### config.mk
export PLATFORM = sky130hd
export DESIGN_NAME = regFile
export DESIGN_NICKNAME = d
export VERILOG_FILES = /design/src/common/cpuPkg.sv /design/src/core/regFile.sv
export VERILOG_INCLUDE_DIRS = /design/src /design/src/common
export SDC_FILE = /design/constraint.sdc
export NUM_CORES = 2
export LEC_CHECK = 0
export BUFFER_PORTS_ARGS = -buffer_cell sky130_fd_sc_hd__buf_4
export CORE_ASPECT_RATIO = 1.4
export CORE_UTILIZATION = 23
export CTS_CLUSTER_DIAMETER = 40
export DETAILED_ROUTE_END_ITERATION = 8
export HOLD_SLACK_MARGIN = 0.02
export SYNTH_ARGS = -nofsm -noshare
export SYNTH_HDL_FRONTEND = slang
export SYNTH_SLANG_ARGS = --single-unit
### constraint.sdc
create_clock -name clk -period 4.1 [get_ports clk]
set_input_delay 1.23 -clock clk [delete_from_list [all_inputs] [get_ports clk]]
set_output_delay 1.23 -clock clk [all_outputs]
set_load 0.03 [all_outputs]
### src/common/cpu_consts.svh
`ifndef CPU_CONSTS_SVH
`define CPU_CONSTS_SVH

// datapath and register file sizes
`define XLEN       32
`define REG_COUNT  32
`define REG_IDX_W  5

`define DMEM_WORDS 256
`define RESET_PC   32'h0000_0000

// addi x0, x0, 0
`define NOP_INSTR  32'h0000_0013

// rv32i major opcodes, kept subset only
`define OPC_LUI    7'b0110111
`define OPC_OPIMM  7'b0010011
`define OPC_OP     7'b0110011
`define OPC_LOAD   7'b0000011
`define OPC_STORE  7'b0100011
`define OPC_BRANCH 7'b1100011
`define OPC_JAL    7'b1101111
`define OPC_JALR   7'b1100111

`endif

### src/common/cpuPkg.sv
`default_nettype none

`include "cpu_consts.svh"

package cpuPkg;

  typedef logic [`XLEN-1:0]      word_t;
  typedef logic [`REG_IDX_W-1:0] regIdx_t;

  typedef enum logic [3:0] {
    ALU_ADD,  // zero value, used by bubbles
    ALU_SUB,
    ALU_AND,
    ALU_OR,
    ALU_XOR,
    ALU_SLT,
    ALU_SLL,
    ALU_SRL,
    ALU_PASSB
  } aluOp_e;

  typedef enum logic [2:0] {
    BR_NONE,
    BR_EQ,
    BR_NE,
    BR_LT,
    BR_GE,
    BR_JUMP   // jal and jalr
  } brOp_e;

  typedef enum logic [1:0] {
    WB_ALU,
    WB_LOAD,
    WB_LINK   // pc + 4
  } wbSel_e;

  ////////////////////////////////////////////////////////////////////
  // pipeline payloads

  typedef struct packed {
    aluOp_e aluOp;
    brOp_e  brOp;
    wbSel_e wbSel;
    logic   useImm;   // operand b from imm
    logic   usePc;    // operand a from pc
    logic   memRead;
    logic   memWrite;
    logic   regWrite;
  } ctrl_t;

  typedef struct packed {
    word_t pc;
    word_t instr;
  } fetchPkt_t;

  typedef struct packed {
    word_t   pc;
    regIdx_t rs1;
    regIdx_t rs2;
    regIdx_t rd;
    word_t   rs1Data;
    word_t   rs2Data;
    word_t   imm;
    ctrl_t   ctrl;
  } decPkt_t;

  typedef struct packed {
    word_t   pc;
    regIdx_t rd;
    word_t   aluResult;
    word_t   storeData;
    ctrl_t   ctrl;
  } exPkt_t;

  typedef struct packed {
    logic    valid;
    regIdx_t rd;
    word_t   data;
  } wbPkt_t;

  typedef wbPkt_t retire_t;

endpackage

`default_nettype wire

### src/core/regFile.sv
`timescale 1ns/1ps
`default_nettype none

`include "cpu_consts.svh"

module regFile import cpuPkg::*; (
  input  logic    clk,
  input  logic    rst,
  input  regIdx_t rs1,
  input  regIdx_t rs2,
  output word_t   rs1Data,
  output word_t   rs2Data,
  input  wbPkt_t  wb
);

  word_t regs [1:`REG_COUNT-1];  // x0 not stored

  function automatic word_t readPort(regIdx_t idx);
    if (idx == '0) begin
      return '0;
    end else if (wb.valid && wb.rd == idx) begin
      return wb.data;  // write in flight this cycle
    end
    return regs[idx];
  endfunction

  always_comb begin
    rs1Data = readPort(rs1);
    rs2Data = readPort(rs2);
  end

  always_ff @(posedge clk) begin
    if (rst) begin
      for (int i = 1; i < `REG_COUNT; i++) begin
        regs[i] <= '0;
      end
    end else if (wb.valid && wb.rd != '0) begin
      regs[wb.rd] <= wb.data;
    end
  end

endmodule

`default_nettype wire

[After elaboration in Yosys (flattened, before gate mapping)]
Memories as Yosys holds them, arrays and structs flattened.
Cells that the tools add are included.
Storage, ports and cells
  output and inout bits: 64
  word-level logic and storage cells: 28
  RAM bits: 992
  flip-flop bits (word level): 0
  memories: 1
  bits of input ports: 50
Cells by class
  eq/ne operators: 2
  reductions and logical operators: 7
  muxes and demuxes: 18
Memory list
  regs: words 31, bits a word 32, rd ports 2, clocked after memory_dff 0, write ports 31, line regFile.sv:16  | word_t regs [1:`REG_COUNT-1];
Operator list (count)
  $mux W32: 7
  $reduce_or A32 Y1: 1
  $eq A5 B5 Y1: 2
  $logic_not A5 Y1: 2
  $mux W1: 10
  $mux W5: 1
  $reduce_bool A5 Y1: 1
  $logic_and A1 B1 Y1: 3

[Longest topological paths before layout]
  depth in word-level cells: 7
  mapped depth: 9

[Worst setup path after synthesis]
OpenSTA, ideal clock, no wires.
  kind: input to output
  start: in rs2[0]
  end: out rs2Data[29]
  stages on the path: 8
  setup slack: -0.309 ns
  data arrival time: 3.179 ns
  cell sequence: buf_6 buf_2 buf_4 buf_4 mux2i_1 a221oi_1 a21oi_1 o311ai_1
Between the ends
  longest elaborated chain between the ends: 5
  elaborated cells between the ends (all ways): 8
RTL lines
  start, declared: line regFile.sv:10  | input regIdx_t rs2,
  branches (longest 4 deep; another with $mem_v2 Z31 W32)
  $mux W32 (*): line regFile.sv:24  | return regs[idx];
  end, declared: line regFile.sv:12  | output word_t rs2Data,
Mark *: on every way between the ends.

[Worst setup path after layout]
  start: in rs2[0]
  end: out rs2Data[27]
The elaborated chain is that of the path after synthesis.

==> metrics.md <==
| Metric | Value |
|---|---|
| Async SR Flop Fraction | `0%` |
| Post-layout util | `roughly 30%` |
| Cell Area, Synth | `about 0.055 mm2` |
| RSZ-0062 raised after global routing | `yes` |
| Antenna Nets Post-Route | `0` |
| Max-cap viol count | `0` |
| Max FFs per register | `approximately 1000` |
| Synth top area share | `between 50% and 60%` |
| Status | `finished with violations` |
| Post-synthesis sequential area ratio | `55.7%` |
| Final setup violation count | `between 60 and 70` |
| Non-Filler Instances | `between 7000 and 8000` |
| Final worst slack | `-0.386 ns` |
| Hold Crit Depth | `1` |
| VDD IR-drop max | `between 0.0003 and 0.0004 V` |
| Simple-gate share of the synthesized area | `between 10% and 20%` |
| Iteration-0 DRC Markers | `4414` |
| CP Capture Type | `primary output` |
| Crit start category | `input pin` |
| Inst Count DP | `7058` |
| Critical path fanouts, max | `6` |
| Storage cell area | `just over 0.03 mm2` |
| Routability Congestion | `about 0.9` |
| Ranking of synthesized cells by area | `edfxtp_1 56%, mux4_2 19%, and2_1 11%` |
| Die Height | `582 um` |
| Main combinational cell family by area after synthesis | `multiplexers` |
| Gr usage total | `between 10% and 20%` |
| CTS tree | `built` |
| Mux cell area share after synthesis | `around 23%` |
| Sequential share of power | `a little under half` |
| Kind of critical path | `input pin to primary output` |
| Top layer used by detailed routing | `met5` |
| Initial antenna violation count | `28` |
| Worst Hold End | `regs[0][24]` |
| Worst-margin pin slew | `around 1 ns` |
| Adder-Cell Fraction of Synth Area | `0%` |
| Leakage power | `between 20 and 25 nW` |
| Relative slew slack | `between 30% and 40%` |
| DRT Pass-1 Iters | `5` |
| Leading cell type in the layout, fill and taps excluded | `edfxtp_1` |
| Post-DP HPWL | `around 140 mm` |
| Crit path arrival time | `approximately 3.3 ns` |
| Post-Synthesis Mean Instance Area | `about 15 um2` |
| Die width | `416 um` |
| Final worst-path cycle share | `109%` |
| Die ar. | `between 0.2 and 0.25 mm2` |
| Met2 WL | `107 mm` |
| Switching part of the total power | `27.1%` |
| M1 wire length | `between 70 and 80 mm` |
| Congestion Overflow GR | `0` |
| Clk pwr share | `about 36%` |
| Cells after synthesis | `3744` |
| Worst min path class | `input pin to flop` |
| Vias/cell | `about 5.1` |
| Share of cells above drive strength 1 | `between 30% and 40%` |
| WL/cell | `about 29 um` |
| CTS root buf | `clkbuf_16` |
| Sw Pwr | `approximately 7.2 mW` |
| Count of pins over their slew limit | `0` |
| First-pass GRT wire length | `between 200 and 300 mm` |
| Pint | `about 19 mW` |
| Required time of the worst setup path | `roughly 2.9 ns` |
| Via count | `37600` |
| PwrDens | `about 380 mW/mm2` |
| Hold Buf Count CTS | `0` |
| Tmin final | `around 4.5 ns` |
| EDFF count, synth | `between 1000 and 1500` |
| Multi-input logic area | `roughly 0.024 mm2` |
| CTS buffer count | `roughly 100` |
| Largest regs | `regs: 1024 flops` |
| Clock sinks | `1024` |
| Routed WL | `approximately 220 mm` |
| Initial Util | `a little under a quarter` |
| DR DRC count | `0` |
| Site Rows | `212` |
| Violated checks | `negative setup slack` |
| Yosys top cell by area | `edfxtp_1` |
| Top Ports | `approximately 110` |
| TNS Setup | `-17.32 ns` |
| Min-Delay Startpoint | `wb[24]` |
| Area growth from synthesis to layout | `27.6%` |
| Biggest register | `regs` |
| Synth cell types | `47` |
| Top FF cell, synth | `edfxtp_1` |
| Complex-gate fraction of the synthesized area | `between 4 and 5%` |
| Yosys reg bits | `1024` |
| Gate power share | `between 15 and 20%` |
| CORE AREA | `0.238 mm2` |
| Met3 wire length | `about 18 mm` |
| Most frequent cells in the layout | `1024 x edfxtp_1, 993 x and2_1, 460 x mux4_2` |
| Largest net degree at the start of global routing | `50` |
| Fin nets | `approximately 4200` |
| PortBufs | `roughly 110` |
| Syn. warnings | `0` |
| Clock Tree Buf Depth | `3` |
| Post-Synth XOR/XNOR Area | `0.159%` |
| Number of global-route vias before repair | `approximately 39000` |
| Max H-tree Level | `3` |
| CTS clock-pin slew for the worst setup and hold paths | `0.06 ns` |
| Final Hold Fails | `0` |
| # fillers | `between 20000 and 25000` |
| Max Clk Rate | `223 MHz` |
[critical path, stage by stage]
cell and delay [ns]:
clkbuf_16 0.15, buf_16 0.16, mux4_2 0.57, a22oi_2 0.20, a21oi_1 0.14, buf_4 0.17
a211o_1 0.30, buf_12 0.15, buf_4 0.17
[metal layers]
metal  track usage (%)  vias to the layer above
li1                  -                    15300
met1              19.5                    19500
met2              30.2                     2130
met3              3.40                      651
met4              10.7                       12
met5                 0                        -
[cell families after synthesis]
group,after synthesis
xor+xnor,10
simple gates,1282
buf+inv,420
compound gates,310
flops,1024
other cells,1
mux,697
[power groups by stage]
stage               Sequential [mW]  Clock [mW]  Combinational [mW]
global placement               12.6           0                3.97
finish                         12.4        9.60                4.54
detailed placement             12.6           0                4.00
global route                   12.4        10.0                4.69
CTS                            12.4        9.67                4.39
floorplan                      12.5           0                2.23
[cells in the mapped netlist (22+ instances only)]
library cell,number
edfxtp_1,1024
and2_1,994
mux4_2,460
clkbuf_1,288
mux2i_1,197
nand2_1,94
buf_2,70
nor2_1,70
a22oi_1,53
a221oi_1,48
nand3_1,47
o211ai_1,41
mux2_2,40
a21oi_1,39
or2_2,33
o21ai_0,32
o22ai_1,25
a221o_1,22
[through the flow]
step                      hold slack [ns]  cell area, um2  total power, mW  worst slack [ns]
after detailed placement             1.61           63800             16.6            -0.873
after floorplan                      1.33           55700             14.7           -0.0548
after global placement               1.59           63800             16.5            -0.870
final                               0.874           70500             26.5            -0.386
after global routing                0.871           70500             27.1            -0.401
after CTS                           0.846           69700             26.4            -0.416
[timing repair]
item                                    4_1_cts  5_1_grt
endpoints found under the setup margin       64       64
cloned                                       15        7
pin swaps                                    88      100
setup buffers                                92       27
gates resized for setup                     293      148
[how the worst max path moves through the flow]
stage                     startpoint     endpoint  cells past startpoint
after floorplan               rs2[0]  rs2Data[29]                      8
after global placement        rs1[0]  rs1Data[27]                      9
after detailed placement      rs1[0]  rs1Data[27]                      9
after CTS                     rs1[0]  rs1Data[27]                     12
after global routing          rs1[0]  rs1Data[27]                     12
final                         rs2[0]  rs2Data[27]                      9
[area by class of cell]
type / count / share of cell area, %
antenna: 8 / 0.0284
clock buffer: 118 / 3.74
clock inverter: 70 / 1.00
sequential: 1024 / 43.6
timing repair buffer: 708 / 11.6
inverter: 18 / 0.112
multi-input combinational: 2331 / 34.4
tap: 3103 / 5.51
Note: power is estimated with default switching activity, not from simulation.
