## config.mk

```make
export PLATFORM = sky130hd
export DESIGN_NAME = decodeStage
export DESIGN_NICKNAME = d
export VERILOG_FILES = /design/src/common/cpuPkg.sv /design/src/core/decodeStage.sv
export VERILOG_INCLUDE_DIRS = /design/src /design/src/common
export SDC_FILE = /design/constraint.sdc
export NUM_CORES = 1
export LEC_CHECK = 0
export ABC_AREA = 1
export BUFFER_PORTS_ARGS = -buffer_cell sky130_fd_sc_hd__buf_2
export CAP_MARGIN = 20
export CORE_MARGIN = 2
export CORE_UTILIZATION = 40
export CTS_CLUSTER_SIZE = 24
export DETAILED_ROUTE_END_ITERATION = 12
export GPL_ROUTABILITY_DRIVEN = 0
export PLACE_DENSITY = 0.81
export SETUP_SLACK_MARGIN = 0.2
export SKIP_LAST_GASP = 1
export SLEW_MARGIN = 30
export SYNTH_ARGS = -nofsm -noshare
export SYNTH_HDL_FRONTEND = slang
export SYNTH_SLANG_ARGS = --single-unit
```

## constraint.sdc

```tcl
create_clock -name clk -period 5.4 [get_ports clk]
set_clock_uncertainty 0.15 [all_clocks]
set_input_delay 0.27 -clock clk [delete_from_list [all_inputs] [get_ports clk]]
set_output_delay 0.27 -clock clk [all_outputs]
set_load 0.03 [all_outputs]
```

## src/common/cpu_consts.svh

```systemverilog
`ifndef CPU_CONSTS_SVH
`define CPU_CONSTS_SVH

// datapath and register file sizes
`define XLEN       32
`define REG_COUNT  32
`define REG_IDX_W  5

`define DMEM_WORDS 256
`define RESET_PC   32'h0000_0000

// addi x0, x0, 0
`define NOP_INSTR  32'h0000_0013

// rv32i major opcodes, kept subset only
`define OPC_LUI    7'b0110111
`define OPC_OPIMM  7'b0010011
`define OPC_OP     7'b0110011
`define OPC_LOAD   7'b0000011
`define OPC_STORE  7'b0100011
`define OPC_BRANCH 7'b1100011
`define OPC_JAL    7'b1101111
`define OPC_JALR   7'b1100111

`endif

```

## src/common/cpuPkg.sv

```systemverilog
`default_nettype none

`include "cpu_consts.svh"

package cpuPkg;

  typedef logic [`XLEN-1:0]      word_t;
  typedef logic [`REG_IDX_W-1:0] regIdx_t;

  typedef enum logic [3:0] {
    ALU_ADD,  // zero value, used by bubbles
    ALU_SUB,
    ALU_AND,
    ALU_OR,
    ALU_XOR,
    ALU_SLT,
    ALU_SLL,
    ALU_SRL,
    ALU_PASSB
  } aluOp_e;

  typedef enum logic [2:0] {
    BR_NONE,
    BR_EQ,
    BR_NE,
    BR_LT,
    BR_GE,
    BR_JUMP   // jal and jalr
  } brOp_e;

  typedef enum logic [1:0] {
    WB_ALU,
    WB_LOAD,
    WB_LINK   // pc + 4
  } wbSel_e;

  ////////////////////////////////////////////////////////////////////
  // pipeline payloads

  typedef struct packed {
    aluOp_e aluOp;
    brOp_e  brOp;
    wbSel_e wbSel;
    logic   useImm;   // operand b from imm
    logic   usePc;    // operand a from pc
    logic   memRead;
    logic   memWrite;
    logic   regWrite;
  } ctrl_t;

  typedef struct packed {
    word_t pc;
    word_t instr;
  } fetchPkt_t;

  typedef struct packed {
    word_t   pc;
    regIdx_t rs1;
    regIdx_t rs2;
    regIdx_t rd;
    word_t   rs1Data;
    word_t   rs2Data;
    word_t   imm;
    ctrl_t   ctrl;
  } decPkt_t;

  typedef struct packed {
    word_t   pc;
    regIdx_t rd;
    word_t   aluResult;
    word_t   storeData;
    ctrl_t   ctrl;
  } exPkt_t;

  typedef struct packed {
    logic    valid;
    regIdx_t rd;
    word_t   data;
  } wbPkt_t;

  typedef wbPkt_t retire_t;

endpackage

`default_nettype wire

```

## src/core/decodeStage.sv

```systemverilog
`timescale 1ns/1ps
`default_nettype none

`include "cpu_consts.svh"

module decodeStage import cpuPkg::*; (
  input  logic      clk,
  input  logic      rst,
  input  logic      stall,
  input  logic      flush,
  input  fetchPkt_t fetchIn,
  output regIdx_t   rs1,
  output regIdx_t   rs2,
  input  word_t     rs1Data,
  input  word_t     rs2Data,
  output decPkt_t   decOut
);

  word_t      instr;
  logic [6:0] opcode;
  logic [2:0] funct3;
  logic [6:0] funct7;
  word_t      immI, immS, immB, immU, immJ;
  word_t      imm;
  ctrl_t      ctrl;
  aluOp_e     aluFn;
  logic       fnOk;
  logic       opImmOk;
  logic       opOk;

  assign instr  = fetchIn.instr;
  assign opcode = instr[6:0];
  assign funct3 = instr[14:12];
  assign funct7 = instr[31:25];
  assign rs1    = instr[19:15];  // raw fields, also to regfile and hazard unit
  assign rs2    = instr[24:20];

  ////////////////////////////////////////////////////////////////////
  // immediates

  assign immI = {{20{instr[31]}}, instr[31:20]};
  assign immS = {{20{instr[31]}}, instr[31:25], instr[11:7]};
  assign immB = {{19{instr[31]}}, instr[31], instr[7], instr[30:25], instr[11:8], 1'b0};
  assign immU = {instr[31:12], 12'b0};
  assign immJ = {{11{instr[31]}}, instr[31], instr[19:12], instr[20], instr[30:21], 1'b0};

  // shared funct3 map for op and op-imm
  always_comb begin
    aluFn = ALU_ADD;
    fnOk  = 1'b1;
    case (funct3)
      3'b000:  aluFn = (opcode == `OPC_OP && funct7[5]) ? ALU_SUB : ALU_ADD;
      3'b001:  aluFn = ALU_SLL;
      3'b010:  aluFn = ALU_SLT;
      3'b100:  aluFn = ALU_XOR;
      3'b101:  aluFn = ALU_SRL;
      3'b110:  aluFn = ALU_OR;
      3'b111:  aluFn = ALU_AND;
      default: fnOk  = 1'b0;  // sltu
    endcase
  end

  // no shift-immediates in the subset, no sra
  assign opImmOk = fnOk && funct3 != 3'b001 && funct3 != 3'b101;
  assign opOk    = fnOk && (funct7 == 7'h00 || (funct7 == 7'h20 && funct3 == 3'b000));

  ////////////////////////////////////////////////////////////////////
  // control

  always_comb begin
    ctrl = '0;
    imm  = immI;
    case (opcode)
      `OPC_LUI: begin
        imm           = immU;
        ctrl.aluOp    = ALU_PASSB;
        ctrl.useImm   = 1'b1;
        ctrl.regWrite = 1'b1;
      end
      `OPC_OPIMM: if (opImmOk) begin
        ctrl.aluOp    = aluFn;
        ctrl.useImm   = 1'b1;
        ctrl.regWrite = 1'b1;
      end
      `OPC_OP: if (opOk) begin
        ctrl.aluOp    = aluFn;
        ctrl.regWrite = 1'b1;
      end
      `OPC_LOAD: if (funct3 == 3'b010) begin
        ctrl.useImm   = 1'b1;
        ctrl.memRead  = 1'b1;
        ctrl.wbSel    = WB_LOAD;
        ctrl.regWrite = 1'b1;
      end
      `OPC_STORE: if (funct3 == 3'b010) begin
        imm           = immS;
        ctrl.useImm   = 1'b1;
        ctrl.memWrite = 1'b1;
      end
      `OPC_BRANCH: begin
        imm = immB;
        case (funct3)
          3'b000:  ctrl.brOp = BR_EQ;
          3'b001:  ctrl.brOp = BR_NE;
          3'b100:  ctrl.brOp = BR_LT;
          3'b101:  ctrl.brOp = BR_GE;
          default: ctrl.brOp = BR_NONE;
        endcase
        ctrl.usePc  = (ctrl.brOp != BR_NONE);  // alu builds pc + imm
        ctrl.useImm = (ctrl.brOp != BR_NONE);
      end
      `OPC_JAL: begin
        imm           = immJ;
        ctrl.usePc    = 1'b1;
        ctrl.useImm   = 1'b1;
        ctrl.brOp     = BR_JUMP;
        ctrl.wbSel    = WB_LINK;
        ctrl.regWrite = 1'b1;
      end
      `OPC_JALR: if (funct3 == 3'b000) begin
        ctrl.useImm   = 1'b1;
        ctrl.brOp     = BR_JUMP;
        ctrl.wbSel    = WB_LINK;
        ctrl.regWrite = 1'b1;
      end
      default: ;  // executes as nop
    endcase
  end

  always_ff @(posedge clk) begin
    if (rst || stall || flush) begin
      decOut.ctrl <= '0;  // bubble
    end else begin
      decOut.pc      <= fetchIn.pc;
      decOut.rs1     <= rs1;
      decOut.rs2     <= rs2;
      decOut.rd      <= instr[11:7];
      decOut.rs1Data <= rs1Data;
      decOut.rs2Data <= rs2Data;
      decOut.imm     <= imm;
      decOut.ctrl    <= ctrl;
    end
  end

endmodule

`default_nettype wire

```

* Word level (Yosys, flattened, before mapping) *
Index checks and enable logic that the tools add are counted.

operators by class
  reduce and logical (&&, ||, !) cells = 15
  equal/unequal tests = 17
  bitwise operators = 2
  multiplexer cells = 21

operator list
  operator                                                         count
  31-bit one-hot mux with 4 select lines                           1
  7-bit by 6-bit == test with 1-bit output, second input constant  4
  7-bit == test, second input constant                             3
  3-bit one-hot mux with 7 select lines                            1
  3-bit == test, second input constant                             4
  3-bit one-hot mux with 4 select lines                            1
  4-bit one-hot mux with 3 select lines                            1
  3-bit one-hot mux with 3 select lines                            1
  4-bit two-way mux                                                2
  7-bit by 2-bit == test with 1-bit output, second input constant  1
  7-bit by 5-bit == test with 1-bit output, second input constant  1
  7-bit logical NOT                                                1
  7-bit OR reduction                                               1
  1-bit two-way mux                                                6
  6-bit two-way mux                                                1
  1-bit one-hot mux with 6 select lines                            1
  2-bit one-hot mux with 3 select lines                            1
  2-bit OR reduction                                               3
  1-bit logical AND                                                5
  5-bit two-way mux                                                1
  1-bit one-hot mux with 5 select lines                            1
  3-bit by 1-bit == test with 1-bit output, second input constant  1
  3-bit by 2-bit == test with 1-bit output, second input constant  1
  3-bit logical NOT                                                1
  other kinds (8)                                                  11

storage, ports and cells
  input bits = 132
  output and inout bits = 167
  word-level logic and storage cells = 70
  register bits after elaboration = 157

* Logic depth before layout (Yosys ltp) *
  depth after elaboration = 7
  mapped depth = 9
  gate-level depth less buffers = 9

* Worst setup path before layout *
Ideal clock, no wire load.

  kind = input to register
  from = input stall
  to = register decOut[10] in the netlist's numbering
  stages on the path = 5
  setup time = 0.064 ns
  setup slack = -0.203 ns
  path buffers = 0
  arrival = 5.388 ns
  data required time = 5.186 ns
  path through = nor3_4 -> clkinv_1 -> a21oi_1 -> nand2_1 -> nor2_1

between the ends
  word-level cells in the longest chain between the ends = 2

ends and longest elaborated chain
  what                           RTL line            RTL
  start, declared                decodeStage.sv:9    input logic stall,
  1-bit logical OR (2 in a row)  decodeStage.sv:131  if (rst || stall || flush) begin
  end, declared                  decodeStage.sv:16   output decPkt_t decOut

Every way passes these cells.
A chain may end at the register's enable or synchronous reset.

* Worst setup path after layout *
  from = input stall
  to = register decOut[12] in the netlist's numbering

The elaborated chain is that of the path after synthesis.

==> out/metrics.yaml <==
routing:
  drcViolationCount: 0
  first_pass_iters: 5
  routed-via-count: 4643
  drtIter0Drc: 452
  via_per_inst: 4.76
  ant_nets: 0
  detail_route.wl_per_cell_um: 18.1
  wl_um: 17700
floorplan:
  rows: 43
  start_util_pct: 40.9
  die_w_um: 123
  core_area_sq_um: 13900
  pin_count: 299
  die_h_um: 123
  dieArea_sq_um: 15200
sta:
  fmax_mhz: 495
  worst_slew_pin_slew_ps: 742
  tns_ps: 0
  setup_violations: 0
  rsz0062_at_grt: "false"
  relSlewSlack_pct: 50.5
  hold_violations: 0
  fin_crit_sh_pct: 37.4
  drv_slew: 0
  fin_crit_ps: 2020
synth:
  syn_area_sq_um: 5680
  syn_nets: 501
  synth_cells: 369
  ys_types: 26
  ys_ff_latch: 157
  synth-seq-area-share_pct: 80.6
  syn_avg_cell_area_sq_um: 15.4
  yosysWarningCount: 0
cells_and_area:
  final_cells: 976
  regArea_sq_um: 4570
  layout-drive-gt1-share_pct: 43.5
  nNetsFinal: 913
  reg_top3: "decOut: 157 flops"
  largest-register: "decOut"
  multi_input_area_sq_um: 851
  syn_to_final_growth_pct: 58.0
  fillerInstances: 1019
  largest_reg_flops: 157
clock_network:
  cts_made_buffers: 17
  ctsHtreeMaxLevel: 4
  cts_sinks: 157
  cts_setup_buffers: 0
  cts_tree: "yes"
  clk_pin_slew_ps: 60
  cts.path.max_buffers: 2
  root_buffer: "clkbuf_16"
worst_setup_path:
  path_cells: "buf_2, nor3_4, buf_12, clkinv_1, a21oi_1, nand2_1, nor2_1"
  arrival_ps: 2220
  slowest_delay_ps: 620
  critical_path.startpoint_type: "input pin"
  path_delay_family: "buffers and inverters"
  slowest_stage: "buf_12"
  crit_cells: 7
  worstPathMaxFanout: 146
  crit_path_start: "stall"
  endpoint: "decOut[12]"
  worst_ep_required_time_ps: 5600
  path_buf_inv: 3
  worst_setup_path_end_kind: "flop"
  path_class: "input pin to flop"
global_route:
  grt_pass1_wl_um: 24500
  antenna_found_initial: 2
  grt-ovfl-total: 0
  first_global_vias: 4500
  grt_max_degree: 147
  grt_use_total_pct: 22.5
pwr:
  p_per_area_nw_per_um2: 323
  vdd_drop_max_mv: 0.213
  power_leakage_nw: 3.87
run_status:
  status: "finished clean"
worst_hold_path:
  hold_path.class: "input pin to flop"
  hold_depth: 1
placement:
  port_buffers: 298
  dp.cells: 831
  dpl.hpwl_um: 11500
flow_run:
  max_cap_violations: 0
## cell type report
type,instances,share of cell area (%)
Tap cell,180,2.51
Sequential cell,157,51.0
Antenna cell,2,0.0558
Timing Repair Buffer,410,29.2
Clock inverter,15,1.65
Clock buffer,17,4.74
Inverter,32,1.34
Multi-Input combinational cell,163,9.48
## cells by family after synthesis
group	share of synthesized area (%)
buffers and inverters	4.43
AND/OR/NAND/NOR	11.3
flip-flops	80.6
AO/OA/AOI/OAI	3.68
## power by group
group          switching [mW]  leakage, nW  total [mW]  internal (mW)
sequential             0.0158         1.43        1.40           1.39
clock                   0.472        0.273        1.15          0.677
combinational           0.215         2.18       0.349          0.134
total                   0.703         3.87        2.90           2.20
## worst min path at each step
stage	start	endpoint	slack [ps]
after floorplan	rs1Data[22]	decOut[100]	220
after global placement	rs2Data[5]	decOut[51]	300
after detailed placement	rs1Data[9]	decOut[87]	300
after CTS	fetchIn[28]	decOut[22]	40
after global routing	fetchIn[31]	decOut[45]	50
final	fetchIn[31]	decOut[45]	60
## timing repair
item,CTS,global route
endpoints found under the hold margin,111,0
gates resized for setup,0,0
hold buffers,111,0
## cell usage after synthesis
master	number	area (sq um)
o21ai_0	31	155
inv_1	28	105
nand4_2	1	12.5
nor2_4	4	45.0
nand3_4	1	17.5
nand3b_1	12	90.1
nor2_2	2	12.5
nand3_1	13	65.1
buf_4	11	82.6
nand2_2	1	6.26
buf_2	3	15.0
a21oi_1	9	45.0
nand3_2	2	20.0
nand2_4	2	22.5
buf_6	3	33.8
nor2_1	29	109
nor3_4	1	16.3
nor3_1	6	30.0
o21ai_2	1	8.76
inv_2	3	11.3
edfxtp_1	143	4290
dfxtp_1	14	280
clkinv_1	1	3.75
nand2_1	42	158
nand4_1	5	31.3
and2_1	1	6.26
## layer usage
metal  up-vias  GRT usage (%)  routed length, um
met5         -              0                  0
met3        40           7.56               1520
met1      2220           24.9               6320
met4         0           9.73                448
li1       2142              -                  -
met2       241           39.4               9380
## through the flow
stage	hold WS, ps	cell area (sq um)	utilization (%)	worst slack [ps]	total power, mW
floorplan	219	5680	-	-182	1.59
global placement	297	7280	52.5	3130	1.70
detailed placement	298	7280	52.5	3020	1.70
CTS	37.1	8970	64.6	3420	2.91
global route	53.1	8970	64.6	3240	2.99
finish	61.7	8970	64.6	3380	2.90
## cell usage in the layout (no fill, tap or decap), drive strengths merged
| master | count |
|---|---|
| clkinv | 11 |
| nor2 | 35 |
| nand3 | 16 |
| nand4 | 6 |
| nand2 | 45 |
| bufinv | 2 |
| nor3 | 7 |
| dlygate4sd3 | 111 |
| and2 | 1 |
| o21ai | 32 |
| edfxtp | 143 |
| a21oi | 9 |
| clkbuf | 17 |
| buf | 299 |
| nand3b | 12 |
| diode | 2 |
| dfxtp | 14 |
| clkinvlp | 2 |
| inv | 32 |
No activity file was read; power rests on OpenSTA's default activity.
