<file path="src/common/cpu_consts.svh">
`ifndef CPU_CONSTS_SVH
`define CPU_CONSTS_SVH

// datapath and register file sizes
`define XLEN       32
`define REG_COUNT  32
`define REG_IDX_W  5

`define DMEM_WORDS 256
`define RESET_PC   32'h0000_0000

// addi x0, x0, 0
`define NOP_INSTR  32'h0000_0013

// rv32i major opcodes, kept subset only
`define OPC_LUI    7'b0110111
`define OPC_OPIMM  7'b0010011
`define OPC_OP     7'b0110011
`define OPC_LOAD   7'b0000011
`define OPC_STORE  7'b0100011
`define OPC_BRANCH 7'b1100011
`define OPC_JAL    7'b1101111
`define OPC_JALR   7'b1100111

`endif

</file>
<file path="src/common/cpuPkg.sv">
`default_nettype none

`include "cpu_consts.svh"

package cpuPkg;

  typedef logic [`XLEN-1:0]      word_t;
  typedef logic [`REG_IDX_W-1:0] regIdx_t;

  typedef enum logic [3:0] {
    ALU_ADD,  // zero value, used by bubbles
    ALU_SUB,
    ALU_AND,
    ALU_OR,
    ALU_XOR,
    ALU_SLT,
    ALU_SLL,
    ALU_SRL,
    ALU_PASSB
  } aluOp_e;

  typedef enum logic [2:0] {
    BR_NONE,
    BR_EQ,
    BR_NE,
    BR_LT,
    BR_GE,
    BR_JUMP   // jal and jalr
  } brOp_e;

  typedef enum logic [1:0] {
    WB_ALU,
    WB_LOAD,
    WB_LINK   // pc + 4
  } wbSel_e;

  ////////////////////////////////////////////////////////////////////
  // pipeline payloads

  typedef struct packed {
    aluOp_e aluOp;
    brOp_e  brOp;
    wbSel_e wbSel;
    logic   useImm;   // operand b from imm
    logic   usePc;    // operand a from pc
    logic   memRead;
    logic   memWrite;
    logic   regWrite;
  } ctrl_t;

  typedef struct packed {
    word_t pc;
    word_t instr;
  } fetchPkt_t;

  typedef struct packed {
    word_t   pc;
    regIdx_t rs1;
    regIdx_t rs2;
    regIdx_t rd;
    word_t   rs1Data;
    word_t   rs2Data;
    word_t   imm;
    ctrl_t   ctrl;
  } decPkt_t;

  typedef struct packed {
    word_t   pc;
    regIdx_t rd;
    word_t   aluResult;
    word_t   storeData;
    ctrl_t   ctrl;
  } exPkt_t;

  typedef struct packed {
    logic    valid;
    regIdx_t rd;
    word_t   data;
  } wbPkt_t;

  typedef wbPkt_t retire_t;

endpackage

`default_nettype wire

</file>
<file path="src/core/hazardUnit.sv">
`timescale 1ns/1ps
`default_nettype none

module hazardUnit import cpuPkg::*; (
  input  regIdx_t rs1,
  input  regIdx_t rs2,
  input  decPkt_t decIn,
  input  logic    redirectValid,
  output logic    stall,
  output logic    flush
);

  logic loadUse;

  // load in execute feeding the instruction in decode
  assign loadUse = decIn.ctrl.memRead && decIn.rd != '0 &&
                   (decIn.rd == rs1 || decIn.rd == rs2);

  // decode slot is squashed anyway on a redirect
  assign flush = redirectValid;
  assign stall = loadUse && !redirectValid;

endmodule

`default_nettype wire

</file>
<file path="config.mk">
export PLATFORM = sky130hd
export DESIGN_NAME = hazardUnit
export DESIGN_NICKNAME = d
export VERILOG_FILES = /design/src/common/cpuPkg.sv /design/src/core/hazardUnit.sv
export VERILOG_INCLUDE_DIRS = /design/src /design/src/common
export SDC_FILE = /design/constraint.sdc
export NUM_CORES = 1
export LEC_CHECK = 0
export ABC_CLOCK_PERIOD_IN_PS = 1100
export CORE_AREA = 3 3 64 66
export DETAILED_ROUTE_END_ITERATION = 12
export DIE_AREA = 0 0 67 69
export DONT_BUFFER_PORTS = 1
export GPL_TIMING_DRIVEN = 0
export PLACE_DENSITY = 0.3
export REMOVE_ABC_BUFFERS = 1
export SLEW_MARGIN = 20
export SYNTH_ARGS = -nofsm -noshare
export SYNTH_HDL_FRONTEND = slang
export SYNTH_SLANG_ARGS = --single-unit
</file>
<file path="constraint.sdc">
create_clock -name vclk -period 1.1
set_clock_uncertainty 0.05 [all_clocks]
set_input_delay 0.22 -clock vclk [all_inputs]
set_output_delay 0.22 -clock vclk [all_outputs]
set_load 0.02 [all_outputs]
</file>
Word level (Yosys, flattened, before mapping)
Cells that the tools add are included.
{"block": "totals", "output_inout_bits": 2, "inputBits": 168, "regBits": 0, "elab_cells": 8}
{"block": "op_classes", "n_reduce_logical": 6, "n_eq_ne": 2}
{"op": "$eq 5x5->1", "n": 2}
{"op": "$reduce_bool 5->1", "n": 1}
{"op": "$logic_and 1x1->1", "n": 3}
{"op": "$logic_not 1->1", "n": 1}
{"op": "$logic_or 1x1->1", "n": 1}

Depth between registers and ports, before layout
Gate-level depths: netlist of the first run.
{"block": "depth", "depth_word": 4, "mapped_depth": 4, "mapped_depth_nobuf": 4}

Worst setup path before layout of the first run
Ideal clock, no wire load.
{"block": "synth_timing", "kind": "in2out", "from": "input decIn[110] (netlist bit)", "to": "output stall", "path_slack_ns": -0.152, "t_arrival_ns": 0.982, "stages": 4, "required_ns": 0.830, "path_buffers": 0, "cell_sequence": "xor2_1 -> nor3_1 -> nand3_1 -> a21oi_1"}
{"block": "synth_via", "elab_chain_cells": 4, "elab_cells_between_ends": 7, "classes_between": "eq/ne: 2; reduce/logical: 5"}
{"item": "start, declared", "line": "hazardUnit.sv:7", "source": "input decPkt_t decIn,"}
{"item": "$eq 5x5->1 / $reduce_bool 5->1 (equally long branches)", "line": "hazardUnit.sv:17, hazardUnit.sv:16"}
{"item": "$logic_or 1x1->1 / $logic_and 1x1->1 (equally long branches)", "line": "hazardUnit.sv:17, hazardUnit.sv:16"}
{"item": "$logic_and 1x1->1 *", "line": "hazardUnit.sv:16", "source": "assign loadUse = decIn.ctrl.memRead && decIn.rd != '0 &&"}
{"item": "$logic_and 1x1->1 *", "line": "hazardUnit.sv:21", "source": "assign stall = loadUse && !redirectValid;"}
{"item": "end, declared", "line": "hazardUnit.sv:9", "source": "output logic stall,"}
Every way passes the cells marked *; elsewhere a longest branch is shown, timed or not.

Final worst setup path of the first run
{"block": "layout_timing", "from": "input decIn[111] (netlist bit)", "to": "output stall"}
Same word-level chain as after synthesis.

==> Implementation_results.wiki, run 1 <==
{| class="wikitable"
! Metric !! Value
|-
| Initial cell density of the core || under 10%
|-
| Synth top area share || 37.84%
|-
| Largest stage delay on the critical path || roughly 0.53 ns
|-
| Area overhead of the layout relative to synthesis || 56.76%
|-
| Per-cell via count in the routed design || 1.970
|-
| Register area || 0 sq um
|-
| Post-route cell area || between 200 and 250 sq um
|-
| Final clock period utilization by the worst path || 114.1%
|-
| Simple-gate area share of the yosys netlist || between 20% and 30%
|-
| Placement Cell Area || 191.4 sq um
|-
| Highest-delay cell along the critical path || or4_4
|-
| PortBufs || 0
|-
| Total Die Area || between 4000 and 5000 sq um
|-
| Result of the run || complete, but fails checks
|-
| Hold path endpoint || flush
|-
| Placement row count || 22
|-
| Total wire length after detailed routing || between 600 and 700 um
|-
| Unrepaired setup endpoints after global routing || true
|-
| Sort of element at the end of the critical path || output port
|-
| Iteration count of the initial detailed-routing pass || 1
|-
| Number of fillers in the final layout || 440
|-
| Ys Warns || 0
|-
| Critical setup path kind || in2out
|-
| Overall power of the completed layout || 0.04536 mW
|-
| DRT antenna net count || 0
|-
| Multiplexer fraction of the synthesized cell area || 0%
|-
| DRC violation count after routing || 0
|-
| Fraction of final layout cells with drive strength greater than 1 || approximately 17%
|-
| Worst endpoint required time || slightly above 0.8 ns
|-
| Die Span X || around 67 um
|-
| Number of antenna repair diodes || 0
|-
| Pre-CTS setup slack || -0.3313 ns
|-
| Area fraction in compound gates after synthesis || between 7 and 8%
|-
| Worst ir drop on vdd || 15.91 uV
|-
| Vias || 130
|-
| First DRT Iteration DRCs || 0
|-
| Sequential cell count || 0
|-
| Critical path arrival || between 0.9 and 1 ns
|-
| Post-CTS Setup Repair Bufs || 0
|-
| Final setup margin || -0.1555 ns
|-
| GP Congestion || roughly 0.57
|-
| Vias in the first global route || 170
|-
| Fin. Hold Viols || 0
|-
| Critical-path cell list || or4_4 > o21ai_4 > a21oi_4
|-
| Overall track demand over capacity in global routing || ~2.6%
|-
| Biggest area contributors in the synthesized netlist || xor2_1 (38%), xnor2_1 (25%), nand3_1 (7.2%), nor3_1 (7.2%), buf_4 (5.4%)
|-
| Max_cap viols || 0
|-
| Antenna violations before repair || 0
|-
| Synthesized area per cell || 7.310 sq um
|-
| Top Ports || 170
|-
| Total of endpoints with negative setup slack in the final report || 1
|-
| Post-Route Setup TNS || -0.1555 ns
|-
| Synth Area in XOR/XNOR || between 60% and 70%
|-
| Die Y || around 70 um
|-
| Average routed wire per standard cell || between 9 and 10 um
|-
| Number of cells in the design after placement || 66
|-
| Global route total overflow || 0
|-
| Most frequent cell after synthesis || xor2_1
|-
| Total of clock buffers placed in the layout || 0
|-
| Mapped Cells || 19
|-
| Syn Std Cell Area || between 100 and 150 sq um
|-
| Type of origin of the critical path || input pin
|-
| Hold Crit Start || redirectValid
|-
| Worst Hold Class || in2out
|-
| Post-layout net count || roughly 190
|-
| Portion of the post-synthesis area used by sequential elements || 0%
|-
| Combinational family with the most area after synthesis || XOR/XNOR gates
|-
| Fraction of the mapped netlist area in adder cells || 0%
|-
| Pwr Density || about 210 nW/um^2
|-
| Yosys top cell by area || xor2_1
|-
| Number of max-slew violations in the final report || 0
|-
| Post-layout util || approximately 6%
|-
| Time the final worst path needs with I/O delays and setup || around 1.3 ns
|-
| Ranking of synthesized cells by instance count || xor2_1 (6), xnor2_1 (4), nand3_1 (2), nor3_1 (2)
|-
| Maximum number of pins on one net before global-route repair || 4
|-
| Worst Path Max Fanout || 3
|-
| Relative slew margins || 84.83%
|-
| Global-route wire length before repair || around 900 um
|-
| Distinct cell type count after synthesis || 9
|-
| Hold Path Stages || 0
|-
| Floorplan Core Area || 3633 sq um
|-
| Failing checks || negative setup slack
|-
| Tightest hold margin || slightly below 0.4 ns
|-
| Number of standard cells in the final layout excluding fillers || 66
|-
| Peak Freq || 796.5 MHz
|-
| Slew @ Worst Pin || between 0.2 and 0.25 ns
|-
| Leakage Power || 0.04500 nW
|}
## critical path: cells and delay by family
| kind | cells | cell delay, ns |
|---|---|---|
| compound gates | 2 | 0.24 |
| simple gates | 1 | 0.53 |
## per-layer routing
metal / global-route usage, % / part of all wire (%)
met2: 4.694 / 47
met3: 4.235 / 35
met4: 0 / 0
met1: 1.172 / 18
met5: 0 / 0
## placed cells by master, fill, tap and decap left out, drive strengths merged
master / Yosys / final
nor3: 2 / 2
xnor2: 4 / 4
nand3: 2 / 2
or4: 1 / 1
xor2: 6 / 6
o21ai: 1 / 1
a21oi: 1 / 1
nor2b: 1 / 1
## report_power, final
part	internal (mW)	switching (mW)	total, mW
combinational	0.0270	0.0184	0.0454
clock	0	0	0
sequential	0	0	0
## cell type report
| class | count | area [sq um] | area share, % |
|---|---|---|---|
| Tap cell | 48 | 60.06 | 27.59 |
| Multi-Input combinational cell | 18 | 157.7 | 72.41 |
## logic make-up (layout without fill, tap and decap cells)
group | after synthesis | count (layout)
xor gates and xnor gates | 10 | 10
AOI/OAI and AO/OA | 2 | 2
and+or+nand+nor | 6 | 6
buffers and inverters | 1 | 0
## how the worst max path moves through the flow
stage	from	end	cells after the start	slack (ns)
floorplan	decIn[110]	stall	4	-0.15
global placement	decIn[110]	stall	4	-0.32
detailed placement	decIn[110]	stall	4	-0.33
CTS	decIn[111]	stall	4	-0.16
global route	decIn[111]	stall	4	-0.19
finish	decIn[111]	stall	3	-0.16
## repair_timing
action	in CTS	in global routing
endpoints found under the setup margin	1	1
hold buffers	0	0
pin swaps	1	0
resized for setup	5	0
endpoints found under the hold margin	0	0
(Power assumes the default switching activity.)
==> run 2, diff against run 1 <==
--- a/config.mk
+++ b/config.mk
@@ -6,6 +6,7 @@
 export SDC_FILE = /design/constraint.sdc
 export NUM_CORES = 1
 export LEC_CHECK = 0
+export ABC_AREA = 1
 export ABC_CLOCK_PERIOD_IN_PS = 1100
 export CORE_AREA = 3 3 64 66
 export DETAILED_ROUTE_END_ITERATION = 12
==> Implementation_results.wiki, run 2 <==
{| class="wikitable"
! Metric !! Value
|-
| Result of the run || complete, but fails checks
|-
| Failing checks || negative setup slack
|-
| Overall track demand over capacity in global routing || 2.697% (+0.065 points)
|-
| Placement row count || 22 (unchanged)
|-
| Worst Hold Class || in2out
|-
| Final setup margin || -0.02417 ns (+0.1313 ns)
|-
| Most frequent cell after synthesis || nand2_1
|-
| Worst ir drop on vdd || 69.97 uV (+340%)
|-
| Total Die Area || 4623 sq um (unchanged)
|-
| Count of hold-fix buffers inserted at cts || 0 (unchanged)
|-
| Final clock period utilization by the worst path || 102.2% (-12 points)
|-
| Sort of element at the end of the critical path || output port
|-
| Detailed placement HPWL || between 600 and 700 um
|-
| Leakage Power || 0.1374 nW (+210%)
|-
| Ys Warns || 0 (unchanged)
|-
| PortBufs || 0 (unchanged)
|-
| Relative slew margins || 87.13% (+2.3 points)
|-
| Mapped Cells || 46 (+27)
|-
| Distinct cell type count after synthesis || 10 (+1)
|-
| Number of fillers in the final layout || 449 (+2.0%)
|-
| Iteration count of the initial detailed-routing pass || 3 (+2)
|-
| Slew @ Worst Pin || 0.1926 ns (-0.03440 ns)
|-
| First DRT Iteration DRCs || 3 (+3)
|-
| Hold Path Stages || 0 (unchanged)
|-
| Maximum number of pins on one net before global-route repair || 6 (+2)
|-
| Critical path arrival || 0.85 ns (-0.14 ns)
|-
| Time the final worst path needs with I/O delays and setup || 1.124 ns (-0.1313 ns)
|-
| Total of clock buffers placed in the layout || 0 (unchanged)
|-
| Peak Freq || 889.5 MHz (+12%)
|-
| Fraction of final layout cells with drive strength greater than 1 || 6.667% (-10 points)
|-
| Biggest area contributors in the synthesized netlist || nand2_1 (31%), nor2_1 (18%), inv_1 (17%), xnor2_1 (8.6%), nand3_1 (7.4%)
|-
| Type of origin of the critical path || input pin
|-
| Floorplan Core Area || 3633 sq um (unchanged)
|-
| Ranking of synthesized cells by instance count || nand2_1 (17), nor2_1 (10), inv_1 (9), nand3_1 (3), xnor2_1 (2)
|-
| Yosys top cell by area || nand2_1
|-
| Number of max-slew violations in the final report || 0 (unchanged)
|-
| Die Y || 69 um (unchanged)
|-
| Vias || 232 (+78%)
|-
| Syn Std Cell Area || 203.9 sq um (+47%)
|-
| Fin. Hold Viols || 0 (unchanged)
|-
| Global-route wire length before repair || 979 um (+10%)
|-
| Commonest non-fill, non-tap cells in the layout || nand2_1 (17), inv_1 (9), nor2_1 (9)
|-
| Vias in the first global route || 219 (+29%)
|-
| Total of endpoints with negative setup slack in the final report || 1 (unchanged)
|-
| Max_cap viols || 0 (unchanged)
|-
| Average routed wire per standard cell || 7.022 um (-29%)
|-
| Number of standard cells in the final layout excluding fillers || 93 (+41%)
|-
| DRT antenna net count || 0 (unchanged)
|-
| Die Span X || 67 um (unchanged)
|-
| Number of antenna repair diodes || 0 (unchanged)
|-
| Global route total overflow || 0 (unchanged)
|-
| Sequential cell count || 0 (unchanged)
|-
| Portion of the post-synthesis area used by sequential elements || 0% (unchanged)
|-
| Initial cell density of the core || 5.613% (+1.8 points)
|-
| Overall power of the completed layout || 0.05630 mW (+24%)
|-
| Critical setup path kind || in2out
|-
| Synth top area share || 31.29% (-6.5 points)
|-
| Total wire length after detailed routing || 653 um (-0.46%)
|-
| Synthesized area per cell || 4.434 sq um (-39%)
|-
| Antenna violations before repair || 0 (unchanged)
|-
| Top Ports || 170 (unchanged)
|-
| Worst endpoint required time || 0.83 ns (about the same)
|-
| Area overhead of the layout relative to synthesis || 30.67%
|-
| GP Congestion || 0.6438 (+14%)
|-
| DRC violation count after routing || 0 (unchanged)
|-
| Number of cells in the design after placement || 93 (+41%)
|-
| Post-layout net count || 215 (+14%)
|-
| Register area || 0 sq um (unchanged)
|-
| Per-cell via count in the routed design || 2.495 (+27%)
|-
| Post-CTS Setup Repair Bufs || 0 (unchanged)
|-
| Worst Path Max Fanout || 5 (+2)
|-
| Unrepaired setup endpoints after global routing || true
|-
| Pwr Density || 211.3 nW/um^2 (+1.4%)
|-
| Most common cell after layout, fill and taps aside || nand2_1
|}
## run 2: changes by cell type after synthesis, moves of 2 or more
cell,delta
inv_1,+9
xnor2_1,-2
nor3_1,-2
nor2_1,+10
nand2_1,+17
xor2_1,-5
## run 2: metrics by stage
step | setup WS, ns | utilization, % | cell area, sq um | hold WS [ns] | setup TNS, ns
finish | -0.02417 | 7.335 | 266.5 | 0.3900 | -0.02417
global route | -0.09768 | 7.335 | 266.5 | 0.3902 | -0.09768
CTS | -0.01909 | 7.266 | 264.0 | 0.3903 | -0.01909
detailed placement | -0.04343 | 7.059 | 256.5 | 0.3903 | -0.04343
global placement | -0.03914 | 7.059 | 256.5 | 0.3903 | -0.03914
floorplan | 0.05182 | - | 196.4 | 0.3900 | 0
## run 2: worst max-delay path, cell delays in order
cell and delay (ns):
nor2_1 0.08, nor2_1 0.05, nor2_1 0.12, nand3_1 0.14, a21oi_4 0.24
## run 2: cell families after synthesis
group | share of synthesized area, %
AND/OR/NAND/NOR | 60.74
buffers and inverters | 22.08
XOR/XNOR | 12.89
AO/OA/AOI/OAI | 4.295
## run 2: layout make-up
class	count	area (sq um)	area share (%)
Multi-Input combinational cell	35	168.9	63.38
Tap cell	48	60.06	22.54
Inverter	10	37.54	14.08
## run 2: path summary, 6_finish.rpt
| kind | endpoint | start |
|---|---|---|
| min | flush | redirectValid |
| max | stall | decIn[110] |
## run 2: routing by layer
layer  vias up  wire [um]  global-route usage [%]
li1        130          -                       -
met1        87        266                   3.418
met2        15        264                   4.258
met3         0        122                   1.466
met4         0          0                       0
met5         -          0                       0
## run 2: power by group
group / total [mW] / leakage [nW] / internal (mW) / switching, mW
combinational: 0.0563 / 0.137 / 0.0265 / 0.0298
clock: 0 / 0 / 0 / 0
sequential: 0 / 0 / 0 / 0
## run 2: timing repair
action | in CTS | in global routing
gates cloned | 0 | 0
resized for setup | 1 | 1
pin swaps | 1 | 0
setup endpoints to repair | 1 | 1
